### src/verilog/tl_consts.svh
`ifndef TL_CONSTS_SVH
`define TL_CONSTS_SVH

// Data path width and bytes per D beat
`define TL_XLEN 32
`define TL_BEAT_BYTES 4

// Largest log2 byte count that the PMA map accepts
`define TL_MAX_SIZE 4

// Backing RAM
`define TL_MEM_WORDS 256
`define TL_DTIM_BASE 32'h8000_0000

`endif

### src/verilog/tl_pkg.sv
package tl_pkg;

	// A channel opcodes, UL subset plus the UH ones we refuse
	typedef enum logic [2:0] {
		put_full = 3'd0,
		put_partial = 3'd1,
		arithmetic = 3'd2,
		logical = 3'd3,
		get = 3'd4,
		intent = 3'd5
	} tl_a_opcode_e;

	// D channel opcodes
	typedef enum logic [2:0] {
		access_ack = 3'd0,
		access_ack_data = 3'd1,
		hint_ack = 3'd2
	} tl_d_opcode_e;

	// Log2 of the byte count
	typedef logic [3:0] tl_size_t;

	// Request tag, echoed back on D
	typedef logic [1:0] tl_source_t;

endpackage

### src/verilog/beat_counter.sv
`timescale 1ns/1ps

module beat_counter import tl_pkg::*; (
	input  logic       clock,
	input  logic       reset,
	input  logic       start,
	input  tl_size_t   size,
	input  logic       advance,
	output logic [1:0] beat,
	output logic       last
);
	logic [1:0] final_beat;

	// Idle state is a single beat, so puts need no start
	assign last = beat == final_beat;

	always_ff @(posedge clock) begin
		if (reset) begin
			beat <= 2'd0;
			final_beat <= 2'd0;
		end else if (start) begin
			beat <= 2'd0;
			if (size <= 4'd2)
				final_beat <= 2'd0;
			else if (size == 4'd3)
				final_beat <= 2'd1;
			else
				final_beat <= 2'd3;
		end else if (advance) begin
			if (last) begin
				beat <= 2'd0;
				final_beat <= 2'd0;
			end else begin
				beat <= beat + 2'd1;
			end
		end
	end
endmodule

### config.mk
export PLATFORM = sky130hd
export DESIGN_NAME = beat_counter
export DESIGN_NICKNAME = d
export VERILOG_FILES = /design/src/verilog/tl_consts.svh /design/src/verilog/tl_pkg.sv /design/src/verilog/beat_counter.sv
export SDC_FILE = /design/constraint.sdc
export NUM_CORES = 1
export LEC_CHECK = 0
export BUFFER_PORTS_ARGS = -buffer_cell sky130_fd_sc_hd__buf_2
export CAP_MARGIN = 25
export CORE_AREA = 2 2 39 41
export CTS_CLUSTER_SIZE = 24
export DETAILED_ROUTE_END_ITERATION = 10
export DIE_AREA = 0 0 41 43
export GPL_TIMING_DRIVEN = 0
export PLACE_DENSITY = 0.39
export SLEW_MARGIN = 20
export SYNTH_ARGS = -nofsm -noshare
export SYNTH_HDL_FRONTEND = slang
export SYNTH_SLANG_ARGS = --single-unit
### constraint.sdc
create_clock -name clock -period 1.5 [get_ports clock]
set_clock_uncertainty 0.2 [all_clocks]
set_input_delay 0.15 -clock clock [delete_from_list [all_inputs] [get_ports clock]]
set_output_delay 0.15 -clock clock [all_outputs]
set_load 0.01 [all_outputs]
== Yosys cells after proc, flatten, opt, wreduce, memory -nomap -nowiden ==
Cells that the tools add are included.

* Output and inout port bits: 3
* Logic and storage cells: 16
* Register bits after elaboration: 4

* Eq/ne operators: 2
* Order comparisons: 1
* Add/sub/neg operators: 1
* Reduce and logical (&&, ||, !) cells: 4
* Multiplexer cells: 6

{| class="wikitable"
|+ Operator list
! cell !! number
|-
| 2-bit 2-to-1 mux || 6
|-
| 4-bit by 2-bit == test with 1-bit output, second input constant || 1
|-
| 4-bit by 2-bit <= comparator with 1-bit output, second input constant || 1
|-
| 2-bit nonzero test || 2
|-
| 2-bit by 1-bit adder with 2-bit output, second input constant || 1
|-
| 2-bit == test || 1
|-
| 2-bit AND reduction || 1
|-
| 2-bit OR reduction || 1
|}

== Longest topological paths before layout ==
* Depth in word-level cells: 4
* Gate-level depth with buffers: 3
* Depth with buffers taken out: 3

== Least setup slack after synthesis ==
Ideal clock, no wire load.

* Path type: flip-flop to flip-flop
* From: reg beat[0]
* To: reg beat[1]
* Path slack: 0.255 ns
* Clock period less this slack: 1.245 ns
* Cell stages (with the launch flop): 4
* Required time: 1.222 ns
* Arrival: 0.967 ns
* Setup time: 0.078 ns
* Buffers on the path: 0
* Path through: dfxtp_1 nand2_1 a211o_1 nor3_1

* Cells in the longest elaborated chain, start to end: 2
* Elaborated cells on any way between the ends: 3
* Classes of those cells: add/sub: 1; eq/ne: 1; mux: 1

{| class="wikitable"
|+ RTL lines
! item !! line !! RTL
|-
| from (decl) || beat_counter.sv:9 || <nowiki>output logic [1:0] beat,</nowiki>
|-
| from (signal assigned) || beat_counter.sv:34 || <nowiki>beat <= beat + 2'd1;</nowiki>
|-
| 2-bit by 1-bit adder with 2-bit output or 2-bit == test (tied branches) || beat_counter.sv:34, beat_counter.sv:15 ||
|-
| 2-bit 2-to-1 mux * || beat_counter.sv:30 || <nowiki>if (last) begin</nowiki>
|}

Every way passes the cells marked *; elsewhere a longest branch is shown, timed or not.
A chain may end at the register's enable or synchronous reset.

== Worst setup path after layout ==
* From: in reset
* To: reg beat[0]

* Cells in the longest elaborated chain, start to end: 1

{| class="wikitable"
|+ RTL lines
! item !! line !! RTL
|-
| from (decl) || beat_counter.sv:5 || <nowiki>input logic reset,</nowiki>
|-
| 2-bit OR reduction (no source line) || -- ||
|}

No other way between the ends.

==> impl_results.md <==
- Power per standard cell area: about 910 nW/µm²
- Overall power: 0.2994 mW
- CTS Buffer Depth: 2
- Hold Crit Class: input port to flop
- First-pass GRT wire length: 786 µm
- CTS root buffer: clkbuf_4
- Setup crit end kind: flop
- Synthesized Nets: 36
- Top area cells in the synthesized netlist: dfxtp_1 36%, nor3_1 9.1%, or4b_1 9.1%
- Fin nets: 52
- Synthesized flop and latch total: 4
- GRT Total Usage: 0.07430
- Netlist Area Pre-Place: 220.2 µm²
- Vias in the first global route: 203
- Fillers: between 150 and 200
- YS warnings: 0
- Die Wd: 41 µm
- Fin crit period: 1.461 ns
- Slew margin rel.: 0.8348
- Layout cell share with drive strength beyond 1: 0.3571
- Setup CP Type: input port to flop
- Area growth syn-to-layout: 50.00%
- Worst IR Drop VDD: roughly 0.24 mV
- Largest net degree at the start of global routing: 8
- Hold Path Depth: 3
- DR vias: 241
- WP data arrival: 1.43 ns
- # rows: 14
- WP data required: 1.47 ns
- Slew Viols, Final: 0
- Post-route ant nets: 0
- Clk slew on worst S/H paths: 0.04 ns
- Cell Chain, Critical Path: dlygate4sd3_1 -> buf_2 -> or4b_4 -> o21ai_2
- CTS Buf Count: 3
- Max_cap viols: 0
- EDFF count, synth: 0
- Iter 0 DRT Violations: 1
- Commonest cells in the netlist: 4 x dfxtp_1, 4 x nand2_1, 4 x nor3_1
- CP max-delay cell: dlygate4sd3_1
- Sequential share of the synthesized area: 0.3636
- Hold Vio Cnt, Final: 0
- Crit Path Max Fanout: 5
- DIE HEIGHT: 43 µm
- Setup crit start kind: input port
- Peak Freq: 684.5 MHz
- Area of the multi-input gates: 140.1 µm²
- IO buf count: 10
- Reg2reg path depth: 3
- Syn avg cell area: 7.865 µm²
- DP Wirelength: 420.1 µm
- RD Place Congestion: 0.6409
- Remaining DRCs: 0
- Post-Syn Instances: 28
- Ys flop type: dfxtp_1
- Drt wl/cell: 9.190 µm
- CTS tree: done
- DIE AREA: 1763 µm²
- Core area: around 1400 µm²
- I/O pin count: 11
- Via density: 4.155
- Number of H-tree levels: 1
- Status: finished, final reports clean
- Register area: about 80 µm²
- Final Cycle Share: 0.9739
- GRT overflow: 0
- RSZ-0062 raised after global routing: yes
- Core Util, Final: 0.2387
- First-pass iteration count of the detailed router: 2
- Final setup fails: 0
- Yosys top cell by area: dfxtp_1
- Post-synth top area share: 0.3636
- Library cells used by synthesis: 13
- Slowest stage delay, CP: 0.53 ns
- Asr flop ratio synth: 0
- Leakage power: 0.1470 nW
- Worst-margin pin slew: 0.2456 ns
- Initial core utilization: 0.1591
- TritonCTS sink count: 4
- Antenna violations before repair: 0
- Setup Fix Bufs, Post-CTS: 0
- Routed WL: approximately 530 µm
- Later-pin clock latency in the skew report: 0.23 ns
- Number of diodes: 0
==> area by class of cell <==
cell class | count | area share
Timing Repair Buffer | 11 | 0.1818
Inverter | 2 | 0.02273
Sequential cell | 4 | 0.2424
Multi-Input combinational cell | 22 | 0.4242
Tap cell | 16 | 0.06061
Clock buffer | 3 | 0.06818
==> logic make-up after synthesis <==
kind of cell	share of synthesized area
simple gates	0.3409
compound gates	0.1818
flops	0.3637
xor+xnor	0.07956
buf+inv	0.03410
==> repair_timing <==
action | in CTS | in global routing
hold buffers | 1 | 0
gates resized for setup | 0 | 2
setup endpoints to repair | 0 | 1
hold endpoints to repair | 2 | 0
==> worst max-delay path: cells and delay by family <==
kind	cells	cell delay, ns
AO/OA/AOI/OAI	1	0.12
AND/OR/NAND/NOR	1	0.48
buffers and inverters	2	0.68
==> power by group <==
part	internal, mW	leakage, nW	switching, mW
clock network	0.0894	0.0138	0.0429
logic	0.0237	0.100	0.0241
registers	0.113	0.0329	0.00666
total	0.226	0.147	0.0737
==> worst paths after layout <==
check	start	to	slack (ns)
worst max-delay path	reset	beat[0]	0.04
worst min-delay path	start	final_beat[0]	0.03
worst min register to register	final_beat[0]	final_beat[0]	0.34
worst max register to register	beat[0]	beat[1]	0.20
==> flip-flops by register name, indices dropped and copies added, names as in the netlist <==
signal	flops
beat	2
final_beat	2
==> layer usage <==
metal	wire, µm	GRT usage	vias to the layer above
met2	225	0.07813	7
met1	265	0.09003	103
li1	-	-	129
met4	5	0.1000	0
met3	37	0.03141	2
met5	0	0	-
==> through the flow <==
stage	setup TNS, ns	worst slack [ns]	area [µm²]	hold slack (ns)	std cells
after global routing	-0.01588	-0.009565	330.3	0.03778	58
after floorplan	0	0.2554	220.2	0.01907	28
final	0	0.03908	330.3	0.02505	58
after CTS	0	0.04860	322.8	0.01801	58
after global placement	0	0.2063	290.3	0.1876	54
after detailed placement	0	0.2384	290.3	0.1799	54
==> cell usage in the layout, fill, tap and decap left out, types with 2 or more instances in the layout <==
cell	instances
buf_2	10
nand2_1	4
inv_1	2
a211o_1	2
xor2_1	2
clkbuf_4	3
a21oi_1	2
nor2_1	2
dfxtp_1	4
nor3_1	4
Note: power is estimated with default switching activity, not from simulation.
