[src/verilog/tl_consts.svh]
`ifndef TL_CONSTS_SVH
`define TL_CONSTS_SVH

// Data path width and bytes per D beat
`define TL_XLEN 32
`define TL_BEAT_BYTES 4

// Largest log2 byte count that the PMA map accepts
`define TL_MAX_SIZE 4

// Backing RAM
`define TL_MEM_WORDS 256
`define TL_DTIM_BASE 32'h8000_0000

`endif

[src/verilog/tl_pkg.sv]
package tl_pkg;

	// A channel opcodes, UL subset plus the UH ones we refuse
	typedef enum logic [2:0] {
		put_full = 3'd0,
		put_partial = 3'd1,
		arithmetic = 3'd2,
		logical = 3'd3,
		get = 3'd4,
		intent = 3'd5
	} tl_a_opcode_e;

	// D channel opcodes
	typedef enum logic [2:0] {
		access_ack = 3'd0,
		access_ack_data = 3'd1,
		hint_ack = 3'd2
	} tl_d_opcode_e;

	// Log2 of the byte count
	typedef logic [3:0] tl_size_t;

	// Request tag, echoed back on D
	typedef logic [1:0] tl_source_t;

endpackage

[src/verilog/pma_pkg.sv]
package pma_pkg;

	// a atomics, r read, w write, x execute, c cacheable
	typedef struct packed {
		logic a;
		logic r;
		logic w;
		logic x;
		logic c;
	} pma_flags_t;

	// Same word seen as raw mode bits or as named flags
	typedef union packed {
		logic [4:0] modes;
		pma_flags_t flags;
	} pma_attr_u;

	typedef enum logic [2:0] {
		none,
		debug,
		error_dev,
		rom,
		clint,
		plic,
		mmio,
		dtim
	} pma_region_e;

endpackage

[src/verilog/pma_map.sv]
`timescale 1ns/1ps
`include "tl_consts.svh"

module pma_map import tl_pkg::*, pma_pkg::*; (
	input  logic [`TL_XLEN-1:0] address,
	input  tl_size_t            size,
	output pma_attr_u           attr,
	output pma_region_e         region
);
	logic [`TL_XLEN-1:0] address_last;
	logic [`TL_XLEN-1:0] size_mask;
	pma_region_e region_last;

	function automatic pma_region_e region_of(input logic [`TL_XLEN-1:0] addr);
		region_of = none;
		if (addr < 32'h0000_1000)
			region_of = debug;
		else if (addr >= 32'h0000_3000 && addr < 32'h0000_4000)
			region_of = error_dev;
		else if (addr >= 32'h0001_0000 && addr < 32'h0002_0000)
			region_of = rom;
		else if (addr >= 32'h0200_0000 && addr < 32'h0201_0000)
			region_of = clint;
		else if (addr >= 32'h0c00_0000 && addr < 32'h1000_0000)
			region_of = plic;
		else if (addr >= 32'h6000_0000 && addr < `TL_DTIM_BASE)
			region_of = mmio;
		else if (addr >= `TL_DTIM_BASE && addr < `TL_DTIM_BASE + 32'h4000)
			region_of = dtim;
	endfunction

	// Raw a r w x c bits per region
	function automatic logic [4:0] modes_of(input pma_region_e r);
		case (r)
			debug, error_dev, dtim: modes_of = 5'b11110;
			rom: modes_of = 5'b01010;
			clint, plic: modes_of = 5'b11100;
			mmio: modes_of = 5'b01110;
			default: modes_of = 5'b00000;
		endcase
	endfunction

	assign size_mask = (32'd1 << size) - 32'd1;
	assign address_last = address + size_mask;
	assign region = region_of(address);
	assign region_last = region_of(address_last);

	always_comb begin
		attr.modes = modes_of(region) & modes_of(region_last);
		if (size > `TL_MAX_SIZE)
			attr.modes = 5'b00000;
		// Misaligned access keeps only execute
		if (|(address & size_mask)) begin
			attr.flags.a = 1'b0;
			attr.flags.r = 1'b0;
			attr.flags.w = 1'b0;
			attr.flags.c = 1'b0;
		end
	end
endmodule

[config.mk]
export PLATFORM = sky130hd
export DESIGN_NAME = pma_map
export DESIGN_NICKNAME = d
export VERILOG_FILES = /design/src/verilog/tl_pkg.sv /design/src/verilog/pma_pkg.sv /design/src/verilog/pma_map.sv
export VERILOG_INCLUDE_DIRS = /design/src /design/src/verilog
export SDC_FILE = /design/constraint.sdc
export NUM_CORES = 1
export LEC_CHECK = 0
export CORE_ASPECT_RATIO = 1.2
export CORE_MARGIN = 10
export CORE_UTILIZATION = 35
export DETAILED_ROUTE_END_ITERATION = 12
export DONT_BUFFER_PORTS = 1
export REMOVE_ABC_BUFFERS = 1
export SETUP_SLACK_MARGIN = 0.05
export SYNTH_ARGS = -nofsm -noshare
export SYNTH_HDL_FRONTEND = slang
export SYNTH_SLANG_ARGS = --single-unit
[constraint.sdc]
create_clock -name vclk -period 7.3
set_clock_uncertainty 0.1 [all_clocks]
set_input_delay 0 -clock vclk [all_inputs]
set_output_delay 0 -clock vclk [all_outputs]
set_load 0.05 [all_outputs]
Yosys cells after proc, flatten, opt, wreduce, memory -nomap -nowiden
Index checks and enable logic that the tools add are counted.
{"block": "classes", "addsub": 2, "magnitude_cmp": 27, "n_eq_ne": 14, "n_shift": 1, "muxes": 19, "bitwise_logic": 2, "n_reduce_logical": 17}
{"op": "less-than comparator 32 bit (second input constant)", "n": 4}
{"op": "greater-or-equal comparator 32 x 14 -> 1 bit (second input constant)", "n": 2}
{"op": "greater-or-equal comparator 32 x 17 -> 1 bit (second input constant)", "n": 2}
{"op": "greater-or-equal comparator 32 x 26 -> 1 bit (second input constant)", "n": 2}
{"op": "greater-or-equal comparator 32 x 28 -> 1 bit (second input constant)", "n": 2}
{"op": "greater-or-equal comparator 32 x 31 -> 1 bit (second input constant)", "n": 2}
{"op": "greater-or-equal comparator 32 bit (second input constant)", "n": 2}
{"op": "less-than comparator 32 x 13 -> 1 bit (second input constant)", "n": 2}
{"op": "less-than comparator 32 x 15 -> 1 bit (second input constant)", "n": 2}
{"op": "less-than comparator 32 x 18 -> 1 bit (second input constant)", "n": 2}
{"op": "less-than comparator 32 x 26 -> 1 bit (second input constant)", "n": 2}
{"op": "less-than comparator 32 x 29 -> 1 bit (second input constant)", "n": 2}
{"op": "2-to-1 mux 3 bit", "n": 15}
{"op": "case mux 5 bit (4 select lines)", "n": 2}
{"op": "adder 32 bit", "n": 1}
{"op": "bitwise AND 32 bit", "n": 1}
{"op": "OR reduction 32 bit", "n": 1}
{"op": "<< shifter 1 x 4 -> 32 bit (first input constant)", "n": 1}
{"op": "subtractor 32 x 1 -> 32 bit (second input constant)", "n": 1}
{"op": "== test 3 bit (second input constant)", "n": 8}
{"op": "== test 3 x 2 -> 1 bit (second input constant)", "n": 4}
{"op": "logical AND 1 bit", "n": 12}
{"op": "== test 3 x 1 -> 1 bit (second input constant)", "n": 2}
{"op": "OR reduction 3 bit", "n": 2}
{"op": "other kinds (5)", "n": 6}
{"block": "word_totals", "regBits": 0, "in_bits": 36, "elab_cells": 82}

Depth between registers and ports, before layout
Gate-level depths: netlist of the first run.
{"block": "depth", "word_depth": 18, "ltp_mapped": 18, "mapped_depth_nobuf": 17}

Worst setup path before layout of the first run
Ideal clock, no wire load.
{"block": "synth_timing", "path_kind": "input port to output port", "from": "in size[2]", "to": "out attr[2] (netlist name)", "arrival_time_ps": 4484, "required_ps": 7200, "slack_ps": 2716, "path_stages": 17, "n_path_buf": 1, "cell_sequence": "or2_2 or3b_2 ha_1 clkbuf_1 xnor2_1 a21o_1 ha_1 and4_2 a211oi_1 o31a_1 nor4_1 a21o_2 a211oi_1 o211a_1 o2bb2ai_1 nand2_1 a31oi_1"}
{"element": "start: declaration", "line": "pma_map.sv:6", "source": "input tl_size_t size,"}
{"element": "end: declaration", "line": "pma_map.sv:7", "source": "output pma_attr_u attr,"}

==> run metrics, run 1 <==
status=complete, no violations; min cycle time layout=around 5.1 ns; hold buffers post-CTS=0; synth cell count leaders=38 x nand2_1, 36 x a21oi_1, 34 x ha_1, 25 x o21ai_0, 22 x nor2_1; dpl ws=2.232 ns; Via density=6.309; Cell Area, Synth=2316 µm²; pins over their slew limit=0; cell mode on critical path=ha_1; Yosys Warn Count=0; Mapped Cells=338; syn_area_per_cell=6.852 µm²; CP max FO=14; n_diodes=0; mean routed wirelength per cell=18.99 µm; critical path, cell by cell=or2_2 -> or3b_2 -> ha_1 -> nor4bb_1 -> a21oi_1 -> o22ai_1 -> ha_1 -> nand4_2 -> nor2_2 -> nand2_1 -> o211a_1 -> o41ai_2 -> xnor2_1 -> or4_4 -> nor3_1 -> nand4_1 -> a31oi_1; Storage cell area=0 µm²; Critical Path RT=7.20 ns; FP Rows=32; Slew @ Worst Pin=1.174 ns; fillers=707; RePlAce Congestion=0.9813; total wire length=7994 µm; Final Cycle Share=between 60% and 70%; Final ANT Viol Nets=0; worst vdd ir=0.00004055 V; Fin Setup TNS=0 ns; Post-route DRC=0; CLK BUF=0; total gr overflow=0; placed cell area=~2400 µm²; setup ws final=approximately 2.2 ns; Tot Pwr=~0.19 mW; slowest CP cell=a31oi_1; DR iter-0 viols=about 140; worst hold-check path type=primary input to output port; Seq/Total Area, Yosys=0%; crit end category=output port; share of cells above drive strength 1=between 7 and 8%; max cap viols=0; WS Path Type=primary input to output port; Final Hold Violating Endpoints=0; final instance area=2387 µm²; # IOs=44; # resized after CTS=0; Max Freq=196.7 MHz; Finish-stage setup viols=0; initial antenna violation count=0; total number of vias=2656; final net count=between 400 and 500; relative slew slack=21.38%; leading area contributor after synthesis=ha_1; Die Y-Extent=109.1 µm; FFs & Latches=0; GRT Total Usage=14.78%; Worst Path Arrival=4.98 ns; Die Wd=94.26 µm; LEAKAGE=0.9711 nW; vias in the first global route=2523; DP Wirelength=6822 µm; first-pass GRT wire length=12570 µm; family with the most delay on the worst path=simple AND/OR/NAND/NOR gates; post-synth top area share=18.37%; max incr delay on CP=0.92 ns; Post-CTS Setup Bufs=0; ranking of synthesized cells by area=ha_1 18%, a21oi_1 7.8%, nand2_1 6.2%; first-pass iteration count of the detailed router=4; Port Buffers=0; Area growth syn-to-layout=3.079%; RSZ-0062 raised after global routing=no; total core area=6446 µm²; largest net degree at the start of global routing=19; WP buf/inv=0; Startpoint Class=primary input; Die Area=10280 µm²; Initial Util=between 30 and 40%; Pwr per Cell Area=80.58 nW/µm²; cell with the most instances after synthesis=nand2_1; Synth cell types=66
## final cells by class
type                            count  area, µm²  area share [%]
Inverter                           10      37.54           1.572
Multi-Input combinational cell    326       2243           93.97
Tap cell                           85      106.4           4.455
## per-stage QoR
step | utilization, % | cells | hold slack, ns
floorplan | - | 336 | 0.2353
global placement | 37.03 | 421 | 0.3141
detailed placement | 37.03 | 421 | 0.2983
CTS | 37.03 | 421 | 0.2964
global route | 37.03 | 421 | 0.3158
finish | 37.03 | 421 | 0.2972
## layout by cell type, fill, tap and decap left out, types with 3 or more instances in the layout
cell	n
a21o_1	5
o211a_1	4
nand4_1	11
conb_1	12
o21bai_1	3
nor2_1	22
o21ai_0	24
a21o_2	4
nor2b_1	3
nor4_1	14
a21oi_1	36
inv_1	10
nand2b_1	4
o2111ai_1	3
xnor2_1	12
or2_2	3
nor4b_1	4
nand3_1	8
o22ai_1	3
a211oi_1	7
nand2_1	38
ha_1	34
nor3_1	6
xor2_1	9
or3b_2	3
o21a_1	4
o211ai_1	6
a31oi_1	5
## path summary, 6_finish.rpt
kind	start	to	slack, ns	cells past startpoint
worst max-delay path	size[2]	attr[2]	2.22	17
worst min-delay path	address[31]	attr[4]	0.30	2
## where the power goes
part,internal [mW],switching (mW),total (mW)
clock,0,0,0
sequential,0,0,0
combinational,0.0738,0.119,0.192
## logic make-up (layout without fill, tap and decap cells)
kind of cell	count (synthesis)	in the layout	share of synthesized area (%)
AOI/OAI and AO/OA	121	121	34.85
xor gates and xnor gates	21	21	7.942
adders and majority gates	35	35	19.23
buffers and inverters	23	10	4.916
muxes	1	1	0.4322
other	1	12	0.1619
and+or+nand+nor	136	136	32.47
## routing by layer
layer | share of wire [%] | GRT usage (%) | vias to the layer above
li1 | - | - | 1291
met1 | 41 | 17.14 | 1254
met2 | 49 | 26.28 | 93
met3 | 6.8 | 2.889 | 18
met4 | 3.6 | 4.891 | 0
met5 | 0 | 0 | -
Power figures use the tool's default switching activity.
==> inputs of run 2 (changes only) <==
==> constraint.sdc (replaced) <==
create_clock -name vclk -period 4.2
set_clock_uncertainty 0.1 [all_clocks]
set_input_delay 0 -clock vclk [all_inputs]
set_output_delay 0 -clock vclk [all_outputs]
set_load 0.05 [all_outputs]
==> run metrics, run 2 (synthesis results as in run 1) <==
first-pass GRT wire length=13370 µm; # IOs=44; Finish-stage setup viols=0; Max Freq=between 200 and 250 MHz; total number of vias=2759; Port Buffers=0; total gr overflow=0; hold buffers post-CTS=0; Slew @ Worst Pin=approximately 1.1 ns; Final Hold Violating Endpoints=0; first-pass iteration count of the detailed router=4; WS Path Type=primary input to output port; status=complete, no violations; final net count=between 400 and 500; FFs & Latches=0; placed insts=455; RePlAce Congestion=about 0.95; Final Cycle Share=97.38%; relative slew slack=27.63%; Post-route DRC=0; Multi-input gate area=~2500 µm²; cell mode on critical path=buf_6; max incr delay on CP=0.40 ns; n_diodes=0; Die Y-Extent=roughly 110 µm; critical path, cell by cell=or2_4 -> or3b_4 -> ha_4 -> buf_6 -> a21oi_2 -> o22ai_1 -> ha_2 -> buf_6 -> nand2_1 -> o22ai_2 -> a31oi_4 -> a211oi_4 -> a31oi_4 -> xnor2_2 -> nand3_4 -> nor4_4 -> o211ai_2 -> a221oi_2 -> buf_6; GRT Total Usage=15.58%; WP buf/inv=3; total core area=6446 µm²; vias in the first global route=2729; worst hold-check path type=primary input to output port; Die Wd=94.26 µm; Initial Util=35.93%; crit end category=output port; most frequent cells in the layout=38 x nand2_1, 36 x buf_4, 32 x ha_1; DR iter-0 viols=142; Worst Path Arrival=3.99 ns; share of cells above drive strength 1=about a quarter; largest net degree at the start of global routing=19; Startpoint Class=primary input; pins over their slew limit=0; Die Area=10280 µm²; LEAKAGE=approximately 1.2 nW; total wire length=8398 µm; Storage cell area=0 µm²; Critical Path RT=4.10 ns; max cap viols=0; Final ANT Viol Nets=0; Area growth syn-to-layout=26.96%; family with the most delay on the worst path=compound AO/OA/AOI/OAI gates; CLK BUF=0; Pwr per Cell Area=roughly 150 nW/µm²; fillers=660; worst vdd ir=roughly 0.000069 V; most common cell after layout, fill and taps aside=nand2_1; CP max FO=14; RSZ-0062 raised after global routing=yes; slowest CP cell=ha_2; mean routed wirelength per cell=18.18 µm; Via density=5.972; fin cells=462; initial antenna violation count=0; DP Wirelength=7060 µm; min cycle time layout=4.090 ns; final core occ=45.61%; FP Rows=32
[run 2: layout make-up]
class,instances,area share [%]
multi-input cells,326,84.00
repair buffers,41,11.11
well taps,85,3.617
inverters,10,1.277
[run 2: power by group]
group	internal, mW	switching, mW
Sequential	0	0
Combinational	0.191	0.247
Clock	0	0
Total	0.191	0.247
[run 2: path summary, 6_finish.rpt]
path	start	to	slack, ns	cells after the start
worst max-delay path	size[2]	attr[4]	0.11	19
worst min-delay path	address[31]	region[2]	0.33	2
[run 2: timing repair]
item | in CTS | in global routing
pin swaps | 18 | 24
endpoints found under the setup margin | 4 | 4
buffers inserted | 2 | 5
resized for setup | 22 | 29
[run 2: per-stage QoR]
| step | hold slack, ns | worst slack, ns | TNS (ns) | total power [mW] | instance area [µm²] |
|---|---|---|---|---|---|
| after CTS | 0.3349 | 0.05719 | 0 | 0.3831 | 2755 |
| after global routing | 0.3596 | -0.05174 | -0.05256 | 0.4794 | 2940 |
| final | 0.3279 | 0.1100 | 0 | 0.4383 | 2940 |
| after detailed placement | 0.3346 | -0.2638 | -0.8021 | 0.3630 | 2643 |
| after global placement | 0.3364 | -0.2226 | -0.7088 | 0.3614 | 2643 |
| after floorplan | 0.2353 | -0.3711 | -1.320 | 0.2581 | 2281 |
[run 2: routing by layer]
metal	global-route usage, %	vias to the layer above	wire length, µm
li1	-	1373	-
met1	18.21	1298	3463
met2	29.32	76	4271
met3	2.132	12	487
met4	2.609	0	176
met5	0	-	0
