$ cat config.mk
export PLATFORM = sky130hd
export DESIGN_NAME = tl_slave_fsm
export DESIGN_NICKNAME = d
export VERILOG_FILES = /design/src/verilog/tl_pkg.sv /design/src/verilog/pma_pkg.sv /design/src/verilog/tl_slave_fsm.sv
export VERILOG_INCLUDE_DIRS = /design/src /design/src/verilog
export SDC_FILE = /design/constraint.sdc
export NUM_CORES = 1
export LEC_CHECK = 0
export BUFFER_PORTS_ARGS = -buffer_cell sky130_fd_sc_hd__buf_4
export CAP_MARGIN = 20
export CORE_AREA = 2 2 105 107
export DETAILED_ROUTE_END_ITERATION = 6
export DIE_AREA = 0 0 107 109
export PLACE_DENSITY = 0.87
export SYNTH_ARGS = -nofsm -noshare
export SYNTH_HDL_FRONTEND = slang
export SYNTH_SLANG_ARGS = --single-unit
$ cat constraint.sdc
create_clock -name clock -period 3.5 [get_ports clock]
set_input_delay 0.35 -clock clock [delete_from_list [all_inputs] [get_ports clock]]
set_output_delay 0.35 -clock clock [all_outputs]
set_load 0.01 [all_outputs]
$ cat src/verilog/tl_consts.svh
`ifndef TL_CONSTS_SVH
`define TL_CONSTS_SVH

// Data path width and bytes per D beat
`define TL_XLEN 32
`define TL_BEAT_BYTES 4

// Largest log2 byte count that the PMA map accepts
`define TL_MAX_SIZE 4

// Backing RAM
`define TL_MEM_WORDS 256
`define TL_DTIM_BASE 32'h8000_0000

`endif

$ cat src/verilog/tl_pkg.sv
package tl_pkg;

	// A channel opcodes, UL subset plus the UH ones we refuse
	typedef enum logic [2:0] {
		put_full = 3'd0,
		put_partial = 3'd1,
		arithmetic = 3'd2,
		logical = 3'd3,
		get = 3'd4,
		intent = 3'd5
	} tl_a_opcode_e;

	// D channel opcodes
	typedef enum logic [2:0] {
		access_ack = 3'd0,
		access_ack_data = 3'd1,
		hint_ack = 3'd2
	} tl_d_opcode_e;

	// Log2 of the byte count
	typedef logic [3:0] tl_size_t;

	// Request tag, echoed back on D
	typedef logic [1:0] tl_source_t;

endpackage

$ cat src/verilog/pma_pkg.sv
package pma_pkg;

	// a atomics, r read, w write, x execute, c cacheable
	typedef struct packed {
		logic a;
		logic r;
		logic w;
		logic x;
		logic c;
	} pma_flags_t;

	// Same word seen as raw mode bits or as named flags
	typedef union packed {
		logic [4:0] modes;
		pma_flags_t flags;
	} pma_attr_u;

	typedef enum logic [2:0] {
		none,
		debug,
		error_dev,
		rom,
		clint,
		plic,
		mmio,
		dtim
	} pma_region_e;

endpackage

$ cat src/verilog/tl_slave_fsm.sv
`timescale 1ns/1ps
`include "tl_consts.svh"

module tl_slave_fsm import tl_pkg::*, pma_pkg::*; (
	input  logic                      clock,
	input  logic                      reset,
	input  logic                      a_valid,
	output logic                      a_ready,
	input  tl_a_opcode_e              a_opcode,
	input  logic [2:0]                a_param,
	input  tl_size_t                  a_size,
	input  tl_source_t                a_source,
	input  logic [`TL_XLEN-1:0]       a_address,
	input  logic [`TL_BEAT_BYTES-1:0] a_mask,
	input  logic [`TL_XLEN-1:0]       a_data,
	output logic                      d_valid,
	input  logic                      d_ready,
	output tl_d_opcode_e              d_opcode,
	output tl_size_t                  d_size,
	output tl_source_t                d_source,
	output logic [`TL_XLEN-1:0]       d_data,
	output logic                      d_error,
	input  pma_attr_u                 attr,
	input  logic                      last,
	input  logic [1:0]                beat,
	input  logic [`TL_XLEN-1:0]       rdata,
	output logic                      start,
	output logic                      advance,
	output logic [`TL_XLEN-1:0]       op_address,
	output tl_size_t                  op_size,
	output logic                      mem_write,
	output logic [`TL_XLEN-1:0]       mem_address,
	output logic [`TL_BEAT_BYTES-1:0] mem_mask,
	output logic [`TL_XLEN-1:0]       mem_wdata
);
	typedef enum logic {idle, respond} state_e;

	state_e state;
	logic out_of_reset;
	logic accept;
	logic is_get;
	logic is_put;
	logic get_ok;
	logic put_ok;
	logic read_ok;
	logic [`TL_XLEN-1:0] lat_address;
	tl_size_t lat_size;
	logic [1:0] next_beat;

	assign advance = d_valid && d_ready;
	assign a_ready = out_of_reset && (state == idle || (advance && last));
	assign accept = a_valid && a_ready;
	assign d_valid = state == respond;

	// While a request can be taken the map sees the incoming one
	assign op_address = a_ready ? a_address : lat_address;
	assign op_size = a_ready ? a_size : lat_size;

	// UL requires param zero on Get and Put
	assign is_get = a_opcode == get && a_param == 3'd0;
	assign is_put = (a_opcode == put_full || a_opcode == put_partial) && a_param == 3'd0;
	assign get_ok = attr.flags.r;
	assign put_ok = attr.flags.w && a_size <= 4'd2;
	assign start = accept && is_get;

	// D data is registered, so the RAM is read one beat ahead
	assign next_beat = beat + 2'd1;
	assign mem_address = a_ready ? a_address : lat_address + {28'd0, next_beat, 2'b00};
	assign mem_write = accept && is_put && put_ok;
	assign mem_mask = a_mask;
	assign mem_wdata = a_data;

	always_ff @(posedge clock) begin
		if (reset) begin
			state <= idle;
			out_of_reset <= 1'b0;
		end else begin
			out_of_reset <= 1'b1;
			if (accept)
				state <= respond;
			else if (advance && last)
				state <= idle;
		end
	end

	always_ff @(posedge clock) begin
		if (accept) begin
			lat_address <= a_address;
			lat_size <= a_size;
			d_size <= a_size;
			d_source <= a_source;
			read_ok <= is_get && get_ok;
			if (is_get) begin
				d_opcode <= access_ack_data;
				d_error <= !get_ok;
				d_data <= get_ok ? rdata : '0;
			end else begin
				// Puts, refused opcodes and bad params get one AccessAck
				d_opcode <= access_ack;
				d_error <= !(is_put && put_ok);
				d_data <= '0;
			end
		end else if (advance && !last) begin
			d_data <= read_ok ? rdata : '0;
		end
	end
endmodule

# Word level (Yosys, flattened, before mapping)
# Index checks and enable logic that the tools add are counted.
# Widths: inputs -> output; s select.
# classes
addsub,2
order_cmp,1
n_eq_ne,2
muxes,13
bitwise,1
reduce_logical,22
# ops
cell,n
$mux 32,7
$add 32x4->32,1
$logic_and 1x1->1,13
$logic_not 3->1,2
$mux 1,5
$le 4x2->1 const B,1
$mux 4,1
$reduce_bool 2->1,2
$eq 3x1->1 const B,1
$eq 3x3->1 const B,1
$logic_not 1->1,3
$add 2x1->2 const B,1
$logic_or 1x1->1,2
$not 1->1,1
# word_totals
ff_bits,77
inputBits,124
elab_cells,50

# Depth between registers and ports, before layout
# Gate-level depths: netlist of run 1.
# depth
ltp_word,7
depth_mapped,8

# Worst setup path after synthesis of run 1
# Ideal clock, no wire load.
# synth_timing
path_kind,register to register
start,"register state, in the netlist d_valid"
end,register d_data[0] (enable)
setup_time_ns,0.466
arrival_time_ns,2.739
setup_slack_ns,0.295
stages_incl_launch_ff,3
n_path_buf,0
period_less_slack_ns,3.205
path_cell_list,dfxtp_1 > nand2_1 > o21ai_0
# synth_via
elab_chain_cells,6
word_cells_on_any_way,8
# synth_rtl
item,line,rtl
"start, declared",tl_slave_fsm.sv:38,state_e state;
"start signal, assigned",tl_slave_fsm.sv:75,state <= idle;
"start signal, assigned",tl_slave_fsm.sv:80,state <= respond;
"start signal, assigned",tl_slave_fsm.sv:82,state <= idle;
$logic_and 1x1->1,tl_slave_fsm.sv:50,assign advance = d_valid && d_ready;
$logic_and 1x1->1,tl_slave_fsm.sv:51,assign a_ready = out_of_reset && (state == idle || (advance && last));
$logic_or 1x1->1,tl_slave_fsm.sv:51,
$logic_and 1x1->1,tl_slave_fsm.sv:51,
$logic_and 1x1->1,tl_slave_fsm.sv:52,assign accept = a_valid && a_ready;
$reduce_bool 2->1 (no source line) *,-,
"end signal, assigned",tl_slave_fsm.sv:96,d_data <= get_ok ? rdata : '0;
"end signal, assigned",tl_slave_fsm.sv:104,d_data <= read_ok ? rdata : '0;
"end, declared",tl_slave_fsm.sv:21,"output logic [`TL_XLEN-1:0] d_data,"
# Mark *: on every way between the ends. The rest lies on a longest branch, timed or not.
# A chain may end at the register's enable or synchronous reset.

# Final worst setup path of run 1
# layout_timing
start,register lat_address[2]
end,output mem_address[20]
# layout_via
elab_chain_cells,2
# layout_rtl
item,line,rtl
"start, declared",tl_slave_fsm.sv:46,logic [`TL_XLEN-1:0] lat_address;
"start signal, assigned",tl_slave_fsm.sv:88,lat_address <= a_address;
$add 32x4->32,tl_slave_fsm.sv:68,"assign mem_address = a_ready ? a_address : lat_address + {28'd0, next_beat, 2'b00};"
$mux 32,tl_slave_fsm.sv:68,
"end, declared",tl_slave_fsm.sv:32,"output logic [`TL_XLEN-1:0] mem_address,"
# Every way passes these cells.

==> results.yml, run 1 <==
critical_path:
  timing.rr.start: "d_valid"
  r2r-end: "d_data[28]"
  crit_start: "lat_address[2]"
  rrSetupSlack_ps: 1290
  cp-start-kind: "flip-flop"
  reg2regPathDepth: 5
  worstPathMaxFanout: 8
  cp-end-kind: "output port"
  required_ps: 3150
  crit_type: "reg -> out"
  crit_path_end: "mem_address[20]"
  arrival_ps: 2660
finish:
  fin_area_um2: 5690
  fin_nets: 707
  drive_gt1_share_pct: 39.0
  final_cells: 725
  final_util_pct: 53.6
  syn_to_final_growth_pct: 35.5
  antenna_cells: 0
synthesis:
  syn_inst: 426
  ys.warnings.count: 0
  avgSynthCellArea_um2: 9.85
  syn_area_um2: 4200
  seq_area_frac_synth_pct: 53.2
  yosysUniqueCellTypes: 36
  ys_ff_latch: 75
floorplanning:
  io_pins: 275
  dieArea_um2: 11700
  die_y_um: 109
  core_area_um2: 10600
  die_width_um: 107
  initial_core_util_pct: 39.6
  rows: 38
clocking:
  clkTransAtPathRegs_ps: 100
  cts_setup_buffers: 0
  clk_latency_ps: 360
  cts.htree.levels: 3
  root_buffer: "clkbuf_8"
  cts_tree: "yes"
  postCtsResizedCells: 0
  postCtsHoldBufs: 0
  cts_sinks: 75
  cts-buffers-inserted: 9
  cts_buffer_depth: 2
power:
  power_density_nw_per_um2: 379
  peakVddDrop_mv: 0.304
  leakagePower_nw: 2.47
  p_total_mw: 2.16
sta:
  max-slew-margin-rel_pct: 38.0
  fin_setup_tns_ps: 0
  tightest_slew_ps: 931
  post-route-period-util_pct: 86.0
  finalSetupViolCount: 0
  clock.fmax_ghz: 0.332
  fin_skew_ps: 15.7
  fin_ws_ps: 489
  hold_viol: 0
  finalWorstPathRequiredPeriod_ps: 3010
  finalMaxSlewViolations: 0
  holdWs_ps: 159
  rsz0062_at_grt: "no"
routing:
  first_pass_iters: 4
  vias: 3607
  drt-wirelength-per-cell_um: 15.7
  drc: 0
  drt-total-wl_mm: 11.4
  viasPerCell: 4.98
  ant_nets: 0
  drt_iter0_markers: 189
global_routing:
  grt_pass1_wl_mm: 17.6
  first_global_vias: 3537
  antenna_found_initial: 0
  grt.overflow.total: 0
  grt_max_degree: 56
  grt_usage_pct: 19.6
worst_hold_path:
  hp-class: "in -> reg"
place:
  place_congestion: 0.903
  io_buffers: 197
  dp_hpwl_mm: 8.82
  place_area_um2: 5510
  placed_cells: 709
  dp_slack_ps: 611
status:
  outcome: "finished, final reports clean"
flow_run:
  maxCapViolations: 0
==> state kept, by name, indices dropped and copies added, names as in the netlist <==
register / cells
d_opcode: 1
read_ok: 1
lat_address: 32
d_data: 32
d_source: 2
d_error: 1
lat_size: 4
d_valid: 1
out_of_reset: 1
==> synth_stat cells <==
| library cell | count | share of area (%) |
|---|---|---|
| nand2_1 | 120 | 11 |
| edfxtp_1 | 73 | 52 |
| buf_4 | 41 | 7.3 |
| nor2b_1 | 35 | 5.2 |
| o21ai_0 | 16 | 1.9 |
| clkbuf_1 | 15 | 1.3 |
| or4_1 | 15 | 2.7 |
| nand3_1 | 14 | 1.7 |
| nor2_1 | 14 | 1.3 |
| a31oi_1 | 8 | 1.2 |
| o31ai_1 | 8 | 1.4 |
| inv_1 | 7 | 0.63 |
| o211ai_1 | 7 | 1.3 |
| xnor2_1 | 7 | 1.5 |
| xor2_1 | 7 | 1.5 |
| and3_1 | 5 | 0.75 |
| nand4_1 | 5 | 0.75 |
| and4_1 | 3 | 0.63 |
| buf_2 | 3 | 0.36 |
| a21oi_1 | 2 | 0.24 |
| dfxtp_1 | 2 | 0.95 |
| ha_1 | 2 | 0.60 |
| nor3_1 | 2 | 0.24 |
| nor4_1 | 2 | 0.30 |
| nor4b_1 | 2 | 0.42 |
| a21bo_2 | 1 | 0.24 |
| and3b_1 | 1 | 0.21 |
| and4_2 | 1 | 0.24 |
| and4b_1 | 1 | 0.24 |
| buf_6 | 1 | 0.27 |
| conb_1 | 1 | 0.089 |
| fa_1 | 1 | 0.48 |
| mux2i_1 | 1 | 0.24 |
| nand3_4 | 1 | 0.42 |
| nand4_2 | 1 | 0.30 |
| or3_4 | 1 | 0.27 |
==> cell families after synthesis <==
kind of cell	Yosys count	synth area share, %
buf+inv	67	9.93
simple gates	223	26.3
compound gates	42	6.26
flops	75	53.2
mux	1	0.239
fa+ha+maj	3	1.07
other cells	1	0.0894
xor+xnor	14	2.92
==> worst min-delay path by stage <==
| stage | from | slack [ps] | depth (start not counted) | end |
|---|---|---|---|---|
| after floorplan | reset | 410 | 1 | out_of_reset |
| final | reset | 160 | 2 | out_of_reset |
| after global routing | a_source[1] | 140 | 1 | d_source[1] |
| after global placement | reset | 510 | 2 | out_of_reset |
| after detailed placement | reset | 520 | 2 | out_of_reset |
| after CTS | reset | 140 | 2 | out_of_reset |
==> cell type report <==
cell class	instances	area [µm²]
clock inverter	7	50.0
multi-input combinational	285	1560
sequential	75	2230
fill	933	4920
inverter	7	26.3
clock buffer	9	124
timing repair buffer	202	1520
tap	140	175
==> worst max-delay path, cell delays in order (launching register included) <==
cell and delay (ps):
edfxtp_1 370, ha_1 190, fa_1 250, and4_1 400, nand4_1 310, or4_1 490
o211ai_1 130, buf_4 160
==> per-layer routing <==
layer	wire [µm]	share of wire (%)	GRT usage, %	up-vias
li1	-	-	-	1751
met1	4200	37	21.1	1660
met2	5880	52	34.9	171
met3	1090	9.6	7.11	25
met4	219	1.9	8.07	0
met5	0	0	0	-
==> placed cells by master, fill, tap and decap left out, types with 2 or more instances in the layout <==
cell and count:
nor2b_1 35, nor4b_1 2, inv_2 2, clkbuf_8 9
buf_4 202, o21ai_0 15, nor2_1 14, clkinv_2 3
nor4_1 2, dfxtp_1 2, nand2_1 119, and3_1 5
a21oi_1 2, o31ai_1 8, and4_1 3, edfxtp_1 73
nor3_1 2, nand3_1 14, xor2_1 7, or4_1 15
xnor2_1 7, nand4_1 5, o211ai_1 7, ha_1 2
clkinv_4 2, inv_6 2, conb_1 2, inv_1 5
a31oi_1 8
==> report_power, final <==
group | internal (mW) | total, mW | switching [mW]
clock network | 0.261 | 0.606 | 0.345
registers | 1.04 | 1.07 | 0.0284
logic | 0.237 | 0.478 | 0.241
total | 1.54 | 2.16 | 0.615
(Power assumes the default switching activity.)
==> run 2, diff against run 1 <==
BUFFER_PORTS_ARGS = -buffer_cell sky130_fd_sc_hd__buf_2   (was -buffer_cell sky130_fd_sc_hd__buf_4)
==> results.yml, run 2 (synthesis results as in run 1) <==
status:
  outcome: "finished, final reports clean"
clocking:
  root_buffer: "clkbuf_8"
  cts_sinks: 75
  cts_buffer_depth: 2
  postCtsResizedCells: 0
  cts_tree: "yes"
  cts_setup_buffers: 0
  cts-buffers-inserted: 9
  cts.htree.levels: 3
  clk_latency_ps: 340
  clkTransAtPathRegs_ps: 90
  postCtsHoldBufs: 0
sta:
  rsz0062_at_grt: "no"
  finalWorstPathRequiredPeriod_ps: 3020
  finalSetupViolCount: 0
  max-slew-margin-rel_pct: 38.6
  fin_setup_tns_ps: 0
  tightest_slew_ps: 921
  fin_ws_ps: 481
  hold_viol: 0
  clock.fmax_ghz: 0.331
  fin_skew_ps: 9.47
  post-route-period-util_pct: 86.3
  finalMaxSlewViolations: 0
finish:
  drive_gt1_share_pct: 38.6
  fin_nets: 707
  reg_top3: "d_data (32), lat_address (32), lat_size (4)"
  fillers: 958
  antenna_cells: 0
  syn_to_final_growth_pct: 24.2
  layout_commonest_cell: "buf_2"
  layout_common_cells: "buf_2, nand2_1, edfxtp_1"
floorplanning:
  io_pins: 275
  die_y_um: 109
  initial_core_util_pct: 39.6
  core_area_um2: 10600
  rows: 38
  dieArea_um2: 11700
  die_width_um: 107
critical_path:
  worstPathCellList: "ha_1 -> fa_1 -> and4_1 -> nand4_1 -> or4_1 -> o211ai_1 -> buf_2"
  slowest_delay_ps: 470
  arrival_ps: 2670
  required_ps: 3150
  cp-end-kind: "output port"
  cp-start-kind: "flip-flop"
  critical_path.slowest_cell: "or4_1"
  crit_type: "reg -> out"
  worstPathMaxFanout: 8
routing:
  drt-total-wl_mm: 11.2
  first_pass_iters: 4
  drc: 0
  viasPerCell: 5.12
  ant_nets: 0
  drt_iter0_markers: 271
  drt-wirelength-per-cell_um: 15.5
  vias: 3715
worst_hold_path:
  hp-class: "in -> reg"
place:
  io_buffers: 197
  dp_slack_ps: 625
  place_congestion: 0.878
  dp_hpwl_mm: 8.64
global_routing:
  grt.overflow.total: 0
  grt_pass1_wl_mm: 17.1
  grt_usage_pct: 18.9
  first_global_vias: 3545
  antenna_found_initial: 0
  grt_max_degree: 56
power:
  power_density_nw_per_um2: 408
  p_total_mw: 2.12
  peakVddDrop_mv: 0.357
  leakagePower_nw: 2.30
flow_run:
  maxCapViolations: 0
## run 2: changes by cell type in the layout (fill, tap and decap cells not counted), sizes merged
| cell | previous run | this run |
|---|---|---|
| clkbuf | 9 | 10 |
| clkinvlp | 0 | 3 |
| inv | 9 | 8 |
| clkinv | 5 | 1 |
| bufinv | 0 | 1 |
## run 2: power breakdown
| part | internal [mW] | switching, mW | leakage [nW] |
|---|---|---|---|
| clock network | 0.330 | 0.329 | 0.0866 |
| registers | 1.04 | 0.0282 | 0.703 |
| logic | 0.159 | 0.235 | 1.51 |
## run 2: stage by stage
step,cell area [µm²],utilization (%),hold WS (ps),cells
floorplan,4200,-,407,427
global placement,5020,47.3,527,709
detailed placement,5020,47.3,529,709
CTS,5210,49.2,153,725
global route,5210,49.2,153,725
finish,5210,49.2,181,725
## run 2: worst max-delay path, delay by kind of cell (launching register included)
family	cells	cell delay, ps
AOI/OAI and AO/OA	1	130
and+or+nand+nor	3	1190
DFF	1	370
adders and majority gates	2	460
buffers and inverters	1	170
## run 2: area by class of cell
class	instances	area [µm²]	share of cell area, %
Tap cell	140	175	3.36
Multi-Input combinational cell	285	1560	30.0
Clock inverter	6	65.1	1.25
Sequential cell	75	2230	42.8
Clock buffer	10	128	2.45
Inverter	7	26.3	0.504
Timing Repair Buffer	202	1020	19.6
## run 2: metal layers
metal	global-route usage, %	routed length, µm	up-vias
met5	0	0	-
met4	6.40	181	0
met3	6.99	1040	24
met2	33.8	5730	197
met1	20.7	4270	1741
li1	-	-	1753
## run 2: final timing paths
path	endpoint	slack, ps	cells past startpoint	start
max	mem_address[22]	480	7	lat_address[2]
min	d_source[0]	180	1	a_source[0]
max reg2reg	d_data[12]	1300	5	d_valid
min reg2reg	d_valid	670	2	d_valid
==> run 3, diff against run 2 <==
ABC_AREA = 1   (was unset)
CORE_AREA = unset   (was 2 2 105 107)
CORE_UTILIZATION = 45   (was unset)
DIE_AREA = unset   (was 0 0 107 109)
PLACE_DENSITY = 0.91   (was 0.87)
==> results.yml, run 3 <==
clocking:
  cts_buffer_depth: 2
  clk_latency_ps: 350
  cts_tree: "yes"
  cts-buffers-inserted: 9
  postCtsHoldBufs: 0
  cts_sinks: 75
  cts.htree.levels: 3
  root_buffer: "clkbuf_8"
  cts_setup_buffers: 0
  clkTransAtPathRegs_ps: 80
  postCtsResizedCells: 0
finish:
  reg_top3: "d_data (32), lat_address (32), lat_size (4)"
  final_util_pct: 55.3
  layout_commonest_cell: "buf_2"
  fin_nets: 873
  antenna_cells: 0
  layout_common_cells: "buf_2, nand2_1, nand3_1"
  fin_area_um2: 5760
  syn_to_final_growth_pct: 18.1
  final_cells: 887
  drive_gt1_share_pct: 31.8
synthesis:
  synth_ff_type: "edfxtp_1"
  synth_adder_area_share_pct: 0.924
  synth_edf_count: 73
  synth_top_family_by_area: "simple AND/OR/NAND/NOR gates"
  synthXorXnorAreaFrac_pct: 0.180
  synth_top_area_cell: "edfxtp_1"
  synth_compound_area_share_pct: 7.34
  synth-simple-area-share_pct: 31.5
  synth_top_area_share_pct: 45.0
  syn_inst: 602
  syn_area_um2: 4870
  netlist_top_cells_area: "edfxtp_1, nand2_1, nand3_1, buf_4, o21ai_0"
  ys.warnings.count: 0
  synthMuxAreaShare_pct: 0
  yosysUniqueCellTypes: 29
  avgSynthCellArea_um2: 8.10
  async_flop_share_pct: 0
  yosysMostFrequentCell: "nand2_1"
  synth_common_cells: "nand2_1, nand3_1, edfxtp_1, inv_1, o21ai_0"
  seq_area_frac_synth_pct: 45.8
  ys_ff_latch: 75
floorplanning:
  core_area_um2: 10400
  die_y_um: 106
  rows: 37
  io_pins: 275
  initial_core_util_pct: 46.8
  dieArea_um2: 11300
  die_width_um: 106
critical_path:
  r2r-end: "lat_size[2]"
  cp-end-kind: "output port"
  required_ps: 3150
  timing.rr.start: "d_valid"
  critPathBufInv: 1
  crit_start: "lat_address[2]"
  critical_path.slowest_cell: "edfxtp_1"
  rrSetupSlack_ps: 1220
  worstPathMaxFanout: 14
  worstPathCellList: "ha_1 -> fa_1 -> nand2_2 -> nor2_4 -> nand2_4 -> nor2_4 -> nand3_1 -> nand2_1 -> nand3_1 -> buf_2"
  cp-start-kind: "flip-flop"
  cp_top_family: "simple AND/OR/NAND/NOR gates"
  slowest_delay_ps: 350
  reg2regPathDepth: 6
  crit_type: "reg -> out"
  arrival_ps: 2140
routing:
  drc: 0
  drt-wirelength-per-cell_um: 14.3
  drt-total-wl_mm: 12.7
  ant_nets: 0
  vias: 4668
  drt_iter0_markers: 413
  viasPerCell: 5.26
  first_pass_iters: 6
sta:
  finalWorstPathRequiredPeriod_ps: 2490
  fin_skew_ps: 8.44
  finalSetupViolCount: 0
  holdWs_ps: 172
  clock.fmax_ghz: 0.401
  post-route-period-util_pct: 71.2
  fin_setup_tns_ps: 0
  finalMaxSlewViolations: 0
  max-slew-margin-rel_pct: 25.6
  hold_viol: 0
  rsz0062_at_grt: "no"
  tightest_slew_ps: 1120
  fin_ws_ps: 1010
worst_hold_path:
  min_from: "reset"
  worstHoldEndpoint: "out_of_reset"
  whs_path_depth: 2
  hp-class: "in -> reg"
power:
  power_density_nw_per_um2: 369
  peakVddDrop_mv: 0.227
  leakagePower_nw: 2.72
  p_total_mw: 2.12
global_routing:
  grt_usage_pct: 22.9
  grt_pass1_wl_mm: 20.1
  antenna_found_initial: 1
  first_global_vias: 4162
  grt_max_degree: 74
  grt.overflow.total: 0
place:
  placed_cells: 871
  io_buffers: 197
  place_congestion: 0.895
  place_area_um2: 5580
  dp_slack_ps: 1020
  dp_hpwl_mm: 9.55
flow_run:
  maxCapViolations: 0
status:
  outcome: "finished, final reports clean"
## run 3: cell count changes after synthesis, moves of 7 or more
cell and change:
inv_1 +44, or4_1 -15, nor2_4 +7, nand3_1 +91
o31ai_1 -8, nand2_2 +8, a31oi_1 -8, nor2_1 +24
o21ai_1 +14, o21ai_0 +31, xnor2_1 -7, nand2_1 +28
nor2b_1 -35, nand4_1 +11
## run 3: worst max-delay path by stage
stage	end	slack (ps)	depth (start not counted)
final	mem_address[30]	1010	10
after CTS	mem_address[30]	980	10
after floorplan	d_data[0]	230	2
after detailed placement	read_ok	1020	8
after global routing	mem_address[30]	830	9
after global placement	read_ok	1060	8
## run 3: layout make-up
cell class	count	area, µm²
clock buffer	14	163
clock inverter	2	10.0
fill	972	4660
inverter	53	199
multi-input combinational	405	1960
sequential	75	2230
tap	136	170
timing repair buffer	202	1020
## run 3: routing by layer
| layer | GRT usage [%] | wire length, µm |
|---|---|---|
| met5 | 0 | 8 |
| met4 | 7.24 | 168 |
| met3 | 7.85 | 1300 |
| met2 | 38.2 | 6140 |
| met1 | 27.7 | 5090 |
## run 3: where the power goes
part / total [mW] / leakage [nW] / switching, mW / internal, mW
logic: 0.437 / 1.93 / 0.273 / 0.163
registers: 1.07 / 0.703 / 0.0292 / 1.04
clock network: 0.614 / 0.0905 / 0.318 / 0.296
## run 3: cell families after synthesis
| family | Yosys count |
|---|---|
| buffers and inverters | 123 |
| xor gates and xnor gates | 1 |
| other | 1 |
| adders and majority gates | 3 |
| and+or+nand+nor | 330 |
| AOI/OAI and AO/OA | 69 |
| DFF | 75 |
## run 3: worst register-to-register path, delay by kind of cell, from the launching register on
family / cells / cell delay (ps)
buffers and inverters: 3 / 1340
flip-flops: 1 / 410
AND/OR/NAND/NOR: 3 / 260
